$ cat config.mk
export PLATFORM = sky130hd
export DESIGN_NAME = decode_stage
export DESIGN_NICKNAME = d
export VERILOG_FILES = /design/src/design/lc3b_types.sv /design/src/design/control_rom.sv /design/src/design/regfile.sv /design/src/design/hazard_detect.sv /design/src/design/id_ex_reg.sv /design/src/design/decode_stage.sv
export SDC_FILE = /design/constraint.sdc
export NUM_CORES = 1
export LEC_CHECK = 0
export BUFFER_PORTS_ARGS = -buffer_cell sky130_fd_sc_hd__buf_2
export CAP_MARGIN = 30
export CELL_PAD_IN_SITES_DETAIL_PLACEMENT = 1
export CELL_PAD_IN_SITES_GLOBAL_PLACEMENT = 1
export CORE_ASPECT_RATIO = 1.75
export CORE_MARGIN = 2
export CORE_UTILIZATION = 35
export CTS_CLUSTER_DIAMETER = 100
export DETAILED_ROUTE_END_ITERATION = 8
export PLACE_DENSITY = 0.77
export RECOVER_POWER = 25
export REMOVE_ABC_BUFFERS = 1
export SYNTH_ARGS = -nofsm -noshare
export SYNTH_HDL_FRONTEND = slang
export SYNTH_SLANG_ARGS = --single-unit
$ cat constraint.sdc
create_clock -name clk -period 6.2 [get_ports clk]
set_input_delay 0.31 -clock clk [delete_from_list [all_inputs] [get_ports clk]]
set_output_delay 0.31 -clock clk [all_outputs]
set_load 0.01 [all_outputs]
$ cat src/design/lc3b_types.sv
package lc3b_types;

    typedef logic [15:0] lc3b_word;   // instruction or data word
    typedef logic [2:0]  lc3b_reg;    // register index

    localparam int      num_regs = 8;
    localparam lc3b_reg link_reg = 3'd7;   // R7 takes the return pc

    typedef enum logic [3:0]
    {
        op_br   = 4'b0000,
        op_add  = 4'b0001,
        op_ldb  = 4'b0010,
        op_stb  = 4'b0011,
        op_jsr  = 4'b0100,
        op_and  = 4'b0101,
        op_ldr  = 4'b0110,
        op_str  = 4'b0111,
        op_rti  = 4'b1000,   // lc3x extensions live here
        op_not  = 4'b1001,
        op_ldi  = 4'b1010,
        op_sti  = 4'b1011,
        op_jmp  = 4'b1100,
        op_shf  = 4'b1101,
        op_lea  = 4'b1110,
        op_trap = 4'b1111
    } lc3b_opcode;

    typedef enum logic [3:0]
    {
        alu_add,
        alu_and,
        alu_not,
        alu_passa,
        alu_passb,
        alu_sll,
        alu_srl,
        alu_sra,
        alu_nand,
        alu_div,
        alu_mult,
        alu_sub,
        alu_xor,
        alu_or
    } lc3b_aluop;

    typedef struct packed
    {
        lc3b_opcode opcode;
        lc3b_aluop  aluop;
        logic       addr1mux_sel;
        logic [1:0] addr2mux_sel;
        logic       addr3mux_sel;
        logic       br_op;
        logic       jsr_op;
        logic       trap_op;
        logic       uncond_op;
        logic       jmp_op;
        logic       lshf;
        logic       sr2mux_sel;
        logic       dcacheR;
        logic       dcacheW;
        logic [1:0] wbmux_sel;
        logic       load_cc;
        logic       load_reg;
        logic       storemux_sel;   // sr2 reads the store data register
        lc3b_word   pc;
        logic       dcache_enable;
        logic       dest_mux_sel;   // dest forced to R7
        logic [1:0] alu_result_mux_sel;
        logic [1:0] d_mem_byte_sel;
        logic       stb_op;
        logic       ldi_op;
        logic       sti_op;
        logic       ldb_op;
        logic       sr1_needed;
        logic       sr2_needed;
        logic       dr_needed;
        logic       div_op;
        logic       mult_op;
        logic       sub_op;
        logic       xor_op;
        logic       or_op;
        logic       nor_op;
        logic       xnor_op;
        logic       nand_op;
        logic       ldbse_op;
    } lc3b_control_word;

    // what decode hands to execute
    typedef struct packed
    {
        logic             valid;
        lc3b_word         ir;
        lc3b_control_word ctrl;
        lc3b_word         sr1_data;
        lc3b_word         sr2_data;
        lc3b_reg          dest;
    } id_ex_bundle;

endpackage : lc3b_types

$ cat src/design/control_rom.sv
`timescale 1ns/1ns

module control_rom
(
    input  lc3b_types::lc3b_opcode       opcode,
    input  logic                         ir11,
    input  logic                         ir5,
    input  logic                         ir4,
    input  logic [2:0]                   lc3x_control,
    input  logic [5:0]                   ldbseCheck,
    input  lc3b_types::lc3b_word         pc,
    output lc3b_types::lc3b_control_word ctrl
);
    import lc3b_types::*;

    logic alu_wr;   // register-register result to dr
    logic mem_rd;   // base+offset load path
    logic mem_wr;   // base+offset store path

    always_comb
    begin
        ctrl = '0;
        ctrl.opcode = opcode;
        ctrl.aluop = alu_passa;
        ctrl.pc = pc;
        alu_wr = 1'b0;
        mem_rd = 1'b0;
        mem_wr = 1'b0;

        case (opcode)
            op_add:
            begin
                ctrl.aluop = alu_add;
                ctrl.sr2mux_sel = ir5;        // imm5 form
                ctrl.sr2_needed = !ir5;
                alu_wr = 1'b1;
            end
            op_and:
            begin
                if (ir4)
                begin
                    ctrl.aluop = alu_nand;    // nand variant
                    ctrl.nand_op = 1'b1;
                end
                else
                    ctrl.aluop = alu_and;
                ctrl.sr2mux_sel = ir5;
                ctrl.sr2_needed = !ir5;
                alu_wr = 1'b1;
            end
            op_not:
            begin
                ctrl.aluop = alu_not;
                alu_wr = 1'b1;
            end
            op_shf:
            begin
                ctrl.alu_result_mux_sel = 2'b01;   // take the shifter
                alu_wr = 1'b1;
            end
            op_ldr:
            begin
                ctrl.lshf = 1'b1;
                mem_rd = 1'b1;
            end
            op_ldb:
            begin
                ctrl.d_mem_byte_sel = 2'b01;
                ctrl.ldb_op = 1'b1;
                mem_rd = 1'b1;
            end
            op_ldi:
            begin
                ctrl.lshf = 1'b1;
                ctrl.ldi_op = 1'b1;
                mem_rd = 1'b1;
            end
            op_str:
            begin
                ctrl.lshf = 1'b1;
                mem_wr = 1'b1;
            end
            op_stb:
            begin
                ctrl.stb_op = 1'b1;
                mem_wr = 1'b1;
            end
            op_sti:
            begin
                ctrl.lshf = 1'b1;
                ctrl.sti_op = 1'b1;
                mem_wr = 1'b1;
            end
            op_br:
            begin
                ctrl.addr2mux_sel = 2'b10;    // pcoffset9
                ctrl.lshf = 1'b1;
                ctrl.br_op = 1'b1;
            end
            op_lea:
            begin
                ctrl.addr2mux_sel = 2'b10;
                ctrl.lshf = 1'b1;
                ctrl.storemux_sel = 1'b1;
                ctrl.load_cc = 1'b1;
                ctrl.load_reg = 1'b1;
                ctrl.dr_needed = 1'b1;
            end
            op_jmp:
            begin
                ctrl.jmp_op = 1'b1;           // also RET
                ctrl.uncond_op = 1'b1;
                ctrl.sr1_needed = 1'b1;
                if (ldbseCheck != 6'b000000)
                begin
                    // offset bits set means the byte load form
                    ctrl.d_mem_byte_sel = 2'b11;
                    ctrl.ldb_op = 1'b1;
                    mem_rd = 1'b1;
                end
            end
            op_jsr:
            begin
                ctrl.dest_mux_sel = 1'b1;
                ctrl.load_reg = 1'b1;
                ctrl.uncond_op = 1'b1;
                ctrl.wbmux_sel = 2'b10;       // pc+2 into R7
                if (ir11)
                begin
                    ctrl.jsr_op = 1'b1;
                    ctrl.br_op = 1'b1;
                    ctrl.addr2mux_sel = 2'b11;   // pcoffset11
                    ctrl.lshf = 1'b1;
                end
                else
                begin
                    ctrl.jmp_op = 1'b1;       // JSRR jumps through base reg
                    ctrl.sr1_needed = 1'b1;
                end
            end
            op_trap:
            begin
                ctrl.dest_mux_sel = 1'b1;
                ctrl.load_reg = 1'b1;
                ctrl.trap_op = 1'b1;
                ctrl.wbmux_sel = 2'b10;
                ctrl.addr3mux_sel = 1'b1;     // zext trapvect8 << 1
                ctrl.dcache_enable = 1'b1;
                ctrl.dcacheR = 1'b1;
                ctrl.uncond_op = 1'b1;
            end
            op_rti:
            begin
                ctrl.load_reg = 1'b1;
                alu_wr = (lc3x_control != 3'b111);
                ctrl.sr2_needed = alu_wr;
                case (lc3x_control)
                    3'b000:
                    begin
                        ctrl.div_op = 1'b1;
                        ctrl.aluop = alu_div;
                    end
                    3'b001:
                    begin
                        ctrl.mult_op = 1'b1;
                        ctrl.aluop = alu_mult;
                    end
                    3'b010:
                    begin
                        ctrl.sub_op = 1'b1;
                        ctrl.aluop = alu_sub;
                    end
                    3'b011:
                    begin
                        ctrl.xor_op = 1'b1;
                        ctrl.aluop = alu_xor;
                    end
                    3'b100:
                    begin
                        ctrl.or_op = 1'b1;
                        ctrl.aluop = alu_or;
                    end
                    3'b101:
                        ctrl.nor_op = 1'b1;   // no alu code, flag only
                    3'b110:
                        ctrl.xnor_op = 1'b1;
                    default:
                    begin
                        // sign-extended byte load
                        ctrl.ldbse_op = 1'b1;
                        ctrl.ldb_op = 1'b1;
                        ctrl.d_mem_byte_sel = 2'b01;
                        mem_rd = 1'b1;
                    end
                endcase
            end
            default:
                ctrl = '0;                    // illegal opcode
        endcase

        if (alu_wr)
        begin
            ctrl.load_reg = 1'b1;
            ctrl.load_cc = 1'b1;
            ctrl.wbmux_sel = 2'b11;
            ctrl.sr1_needed = 1'b1;
            ctrl.dr_needed = 1'b1;
        end

        if (mem_rd)
        begin
            ctrl.addr1mux_sel = 1'b1;
            ctrl.addr2mux_sel = 2'b01;        // offset6
            ctrl.wbmux_sel = 2'b01;           // memory data
            ctrl.load_cc = 1'b1;
            ctrl.load_reg = 1'b1;
            ctrl.dcache_enable = 1'b1;
            ctrl.dcacheR = 1'b1;
            ctrl.sr1_needed = 1'b1;
            ctrl.dr_needed = 1'b1;
        end

        if (mem_wr)
        begin
            ctrl.addr1mux_sel = 1'b1;
            ctrl.addr2mux_sel = 2'b01;
            ctrl.storemux_sel = 1'b1;
            ctrl.aluop = alu_passb;           // store data through the alu
            ctrl.dcache_enable = 1'b1;
            ctrl.dcacheW = 1'b1;
            ctrl.sr1_needed = 1'b1;
            ctrl.dr_needed = 1'b1;
        end

        assert (!(ctrl.dcacheR && ctrl.dcacheW))
            else $error("control_rom: dcache read and write both set");
    end

endmodule : control_rom

$ cat src/design/regfile.sv
`timescale 1ns/1ns

module regfile
(
    input  logic                 clk,
    input  logic                 rst,
    input  logic                 load,
    input  lc3b_types::lc3b_reg  dest,
    input  lc3b_types::lc3b_reg  src1,
    input  lc3b_types::lc3b_reg  src2,
    input  lc3b_types::lc3b_word wdata,
    output lc3b_types::lc3b_word rdata1,
    output lc3b_types::lc3b_word rdata2
);
    import lc3b_types::*;

    lc3b_word regs [num_regs];

    always_ff @(posedge clk)
    begin
        if (rst)
            regs <= '{default: '0};
        else if (load)
            regs[dest] <= wdata;
    end

    // no bypass, a same-cycle write is seen next cycle
    assign rdata1 = regs[src1];
    assign rdata2 = regs[src2];

    wb_dest_known: assert property (@(posedge clk) disable iff (rst)
        load |-> !$isunknown(dest))
        else $error("regfile: write with unknown dest");

endmodule : regfile

$ cat src/design/hazard_detect.sv
`timescale 1ns/1ns

module hazard_detect
(
    input  logic                         instr_valid,
    input  lc3b_types::lc3b_control_word ctrl,
    input  lc3b_types::lc3b_reg          src1,
    input  lc3b_types::lc3b_reg          src2,
    input  lc3b_types::id_ex_bundle      ex_bundle,
    output logic                         stall
);

    logic ex_is_load;
    logic sr2_check;
    logic sr1_hit;
    logic sr2_hit;

    // load in execute, data not ready before mem
    assign ex_is_load = ex_bundle.valid
                     && ex_bundle.ctrl.dcacheR
                     && ex_bundle.ctrl.load_reg;

    // stores read their data register on the sr2 port
    assign sr2_check = ctrl.storemux_sel ? ctrl.dr_needed : ctrl.sr2_needed;

    assign sr1_hit = ctrl.sr1_needed && (ex_bundle.dest == src1);
    assign sr2_hit = sr2_check && (ex_bundle.dest == src2);

    assign stall = instr_valid && ex_is_load && (sr1_hit || sr2_hit);

endmodule : hazard_detect

$ cat src/design/id_ex_reg.sv
`timescale 1ns/1ns

module id_ex_reg
(
    input  logic                         clk,
    input  logic                         rst,
    input  logic                         stall,
    input  logic                         instr_valid,
    input  lc3b_types::lc3b_word         ir,
    input  lc3b_types::lc3b_control_word ctrl,
    input  lc3b_types::lc3b_word         sr1_data,
    input  lc3b_types::lc3b_word         sr2_data,
    input  lc3b_types::lc3b_reg          dest,
    output lc3b_types::id_ex_bundle      bundle
);
    import lc3b_types::*;

    id_ex_bundle next_bundle;
    logic        take;

    assign take = instr_valid && !stall;

    always_comb
    begin
        next_bundle = '0;                    // bubble unless taken
        if (take)
        begin
            next_bundle.valid = 1'b1;
            next_bundle.ir = ir;
            next_bundle.ctrl = ctrl;
            next_bundle.sr1_data = sr1_data;
            next_bundle.sr2_data = sr2_data;
            next_bundle.dest = dest;
        end
    end

    always_ff @(posedge clk)
    begin
        if (rst)
            bundle <= '0;
        else
            bundle <= next_bundle;
    end

    // the bubble frees the load so a stall lasts one cycle
    stall_one_cycle: assert property (@(posedge clk) disable iff (rst)
        stall |=> !stall)
        else $error("id_ex_reg: stall held for two cycles");

endmodule : id_ex_reg

$ cat src/design/decode_stage.sv
`timescale 1ns/1ns

module decode_stage
(
    input  logic                    clk,
    input  logic                    rst,
    input  lc3b_types::lc3b_word    instr,
    input  logic                    instr_valid,
    input  lc3b_types::lc3b_word    pc,
    input  logic                    wb_load,
    input  lc3b_types::lc3b_reg     wb_dest,
    input  lc3b_types::lc3b_word    wb_data,
    output logic                    stall,
    output lc3b_types::id_ex_bundle ex_out
);
    import lc3b_types::*;

    lc3b_opcode       opcode;
    lc3b_control_word ctrl;
    lc3b_reg          src1;
    lc3b_reg          src2;
    lc3b_reg          dest;
    lc3b_word         sr1_data;
    lc3b_word         sr2_data;

    assign opcode = lc3b_opcode'(instr[15:12]);
    assign src1 = instr[8:6];
    assign src2 = ctrl.storemux_sel ? instr[11:9] : instr[2:0];   // store data reg
    assign dest = ctrl.dest_mux_sel ? link_reg : instr[11:9];

    control_rom i_control_rom
    (
        .opcode       (opcode),
        .ir11         (instr[11]),
        .ir5          (instr[5]),
        .ir4          (instr[4]),
        .lc3x_control (instr[5:3]),
        .ldbseCheck   (instr[5:0]),
        .pc           (pc),
        .ctrl         (ctrl)
    );

    regfile i_regfile
    (
        .clk    (clk),
        .rst    (rst),
        .load   (wb_load),
        .dest   (wb_dest),
        .src1   (src1),
        .src2   (src2),
        .wdata  (wb_data),
        .rdata1 (sr1_data),
        .rdata2 (sr2_data)
    );

    // compares against what id_ex_reg currently holds
    hazard_detect i_hazard_detect
    (
        .instr_valid (instr_valid),
        .ctrl        (ctrl),
        .src1        (src1),
        .src2        (src2),
        .ex_bundle   (ex_out),
        .stall       (stall)
    );

    id_ex_reg i_id_ex_reg
    (
        .clk         (clk),
        .rst         (rst),
        .stall       (stall),
        .instr_valid (instr_valid),
        .ir          (instr),
        .ctrl        (ctrl),
        .sr1_data    (sr1_data),
        .sr2_data    (sr2_data),
        .dest        (dest),
        .bundle      (ex_out)
    );

endmodule : decode_stage

==> qor.tcl <==
set qor(p_leak_nw) 4.31
set qor(ys_seq_elements) 237
set qor(critical_path_required_ns) 5.89
set qor(mean_syn_cell_area_um2) 8.61
set qor(avgRoutedWirePerCell_um) 20.8
set qor(yosys-top-cells-area) {sky130_fd_sc_hd__dfxtp_1, sky130_fd_sc_hd__nand2_1, sky130_fd_sc_hd__a21oi_1, sky130_fd_sc_hd__mux4_2, sky130_fd_sc_hd__mux2i_1}
set qor(finalWirelength_um) 34700
set qor(layout-drive-gt1-share) 0.150
set qor(synth.cell_area_um2) 9890
set qor(path_class) {in -> out}
set qor(critical_path.reg2reg.startpoint) {i_id_ex_reg.bundle[2]}
set qor(cp_slowest_cell) {sky130_fd_sc_hd__or4b_1}
set qor(setup_violations) 0
set qor(synth-main-ff-cell) {sky130_fd_sc_hd__dfxtp_1}
set qor(cpPeakStageDelay_ns) 0.72
set qor(fin_nets) 1330
set qor(grt_first_pass_wirelength_um) 52500
set qor(starting_utilization_of_the_core_area) 0.355
set qor(place_congestion) 0.839
set qor(synth.yosys.seq_area_share) 0.480
set qor(cp_data_arrival_time_ns) 3.03
set qor(netlist.area_leader.share) 0.480
set qor(worstSetupEndpointType) {output port}
set qor(clockBufferDepth) 3
set qor(hold_viol_final) 0
set qor(remaining_drc_errors) 0
set qor(cts_tree) {yes}
set qor(cts_htree_levels) 1
set qor(post_synth_num_cell_types) 51
set qor(achievable-frequency_mhz) 299
set qor(die_width_um) 131
set qor(yosysTopAreaCell) {sky130_fd_sc_hd__dfxtp_1}
set qor(clock_insertion_delay_at_the_later_pin_of_the_skew_report_ns) 0.53
set qor(synthesis.instances) 1149
set qor(std_cell_rows) 81
set qor(path_buf_inv) 2
set qor(synth_async_sr_flop_share) 0
set qor(rsz0062_at_grt) {no}
set qor(worstPathMaxFanout) 23
set qor(drtPass1Iterations) 4
set qor(cts_buf_count) 22
set qor(synthesis.yosys.warnings) 0
set qor(antenna_left) 0
set qor(hold_slack_ns) 0.00923
set qor(cts-root-buf) {sky130_fd_sc_hd__clkbuf_16}
set qor(slew_violations) 0
set qor(grt_start_max_net_pins) 89
set qor(hold_path_startpoint) {pc[12]}
set qor(crit_start) {instr[15]}
set qor(clock_sink_count) 237
set qor(dp.final_hpwl_um) 22400
set qor(area_overhead_vs_synth_pct) 19.1
set qor(sequence_of_cells_on_the_critical_path) {clkbuf_1 > or4b_1 > o32a_1 > o22ai_1 > o2111ai_1 > o21ai_0 > buf_2}
set qor(synth-edff-count) 0
set qor(max-vdd-ir-drop_mv) 0.151
set qor(die-area_um2) 29700
set qor(grtUsageTotal) 0.232
set qor(grt_overflow) 0
set qor(die_h_um) 226
set qor(slew_at_the_pin_closest_to_its_max_slew_limit_ns) 1.05
set qor(final.min_clock_period_ns) 3.34
set qor(cts.repair.resized) 0
set qor(worst_clock_skew_ns) 0.00842
set qor(io_pins) 172
set qor(via_cell_ratio) 5.39
set qor(min_path_type) {in -> reg}
set qor(first_global_vias) 9496
set qor(outcome) {finished clean}
set qor(totalNegativeSetupSlack_ns) 0
set qor(final_min_period_over_clock_period) 0.539
set qor(maxSlewHeadroom) 0.301
set qor(worst_setup_path_start_kind) {primary input}
set qor(drt_first_iter_violations) 442
set qor(cts.repair_timing.setup_buffer_count) 0
set qor(buffer_ports.inserted) 170
set qor(clk_transition_reported_paths_ns) 0.07
set qor(cap_violations) 0
set qor(most_frequent_cells_in_the_layout) {sky130_fd_sc_hd__nand2_1, sky130_fd_sc_hd__dfxtp_1, sky130_fd_sc_hd__a21oi_1}
set qor(most_common_library_cell_in_the_layout_ignoring_fill_and_taps) {sky130_fd_sc_hd__nand2_1}
set qor(fp.coreArea_um2) 27900
set qor(pwr_per_cell_area_nw_per_um2) 280
set qor(critical_path.top_delay_family) {compound AO/OA/AOI/OAI gates}
set qor(grt_antenna_before_repair) 3
set qor(via_count) 8986
## registers in the layout, summed over array words and instances (netlist names)
register	flops
i_id_ex_reg.bundle	109
i_regfile.regs	128
## cells in the mapped netlist, types with 4 or more instances
cell,instances
sky130_fd_sc_hd__xor2_1,6
sky130_fd_sc_hd__nand2_1,341
sky130_fd_sc_hd__buf_2,9
sky130_fd_sc_hd__nand3_1,6
sky130_fd_sc_hd__and2_1,32
sky130_fd_sc_hd__buf_1,7
sky130_fd_sc_hd__nor4_1,7
sky130_fd_sc_hd__mux4_2,32
sky130_fd_sc_hd__nor2b_1,6
sky130_fd_sc_hd__a21oi_1,145
sky130_fd_sc_hd__a32oi_1,33
sky130_fd_sc_hd__nand2b_1,4
sky130_fd_sc_hd__nor3_1,18
sky130_fd_sc_hd__clkbuf_2,13
sky130_fd_sc_hd__buf_4,10
sky130_fd_sc_hd__inv_1,6
sky130_fd_sc_hd__o21ai_0,9
sky130_fd_sc_hd__mux2i_1,50
sky130_fd_sc_hd__dfxtp_1,237
sky130_fd_sc_hd__nor2_1,61
sky130_fd_sc_hd__and3_1,19
sky130_fd_sc_hd__clkbuf_1,61
## layer usage
layer,up-vias,GRT usage,wire (um)
met1,4449,0.248,12500
met4,0,0.120,1460
li1,4151,-,-
met3,95,0.0260,1770
met2,291,0.438,18900
met5,-,0,0
## metrics by stage
stage / instances / power [W] / instance area [um^2] / worst slack [ns] / util
2_1_floorplan: 1049 / 0.00178 / 9450 / 2.51 / -
3_3_place_gp: 1599 / 0.00194 / 10900 / 3.13 / 0.391
3_5_place_dp: 1608 / 0.00197 / 11000 / 3.04 / 0.395
4_1_cts: 1662 / 0.00332 / 11900 / 3.24 / 0.426
5_1_grt: 1666 / 0.00341 / 11800 / 2.62 / 0.423
6_report: 1666 / 0.00329 / 11800 / 2.86 / 0.423
## layout make-up
type                            count  area [um^2]
Antenna cell                        3         7.51
Clock buffer                       31          636
Clock inverter                      8         67.6
Fill cell                        3352        16100
Inverter                            8         30.0
Multi-Input combinational cell    804         4730
Sequential cell                   237         4740
Tap cell                          373          467
Timing Repair Buffer              202         1090
## kinds of logic after synthesis
kind of cell              Yosys count  share of synthesized area
AOI/OAI and AO/OA                 205                      0.122
xor gates and xnor gates            7                    0.00620
buffers and inverters             108                     0.0476
DFF                               237                      0.480
muxes                              85                      0.127
other                               1                   0.000379
and+or+nand+nor                   506                      0.218
## timing repair
item / CTS / global route
hold buffers: 15 / 0
hold endpoints to repair: 15 / 0
setup endpoints to repair: 0 / 0
## worst reg2reg max path, delay by kind of cell (launching register included)
kind | cells | cell delay, ns
AO/OA/AOI/OAI | 4 | 0.80
buffers and inverters | 1 | 0.60
flip-flops | 1 | 0.49
AND/OR/NAND/NOR | 1 | 0.16
## path summary, 6_finish.rpt
| path | to | slack (ns) | cells after the start |
|---|---|---|---|
| worst min register to register | i_regfile.regs[26] | 0.47 | 2 |
| worst max-delay path | stall | 2.86 | 7 |
| worst max register to register | i_id_ex_reg.bundle[81] | 3.98 | 6 |
| worst min-delay path | i_id_ex_reg.bundle[69] | 0.009 | 2 |
## where the power goes
| group | internal (W) | switching [W] |
|---|---|---|
| Sequential | 0.00156 | 0.0000233 |
| Clock | 0.000757 | 0.000599 |
| Combinational | 0.000121 | 0.000231 |
| Total | 0.00244 | 0.000853 |
Note: power is estimated with default switching activity, not from simulation.
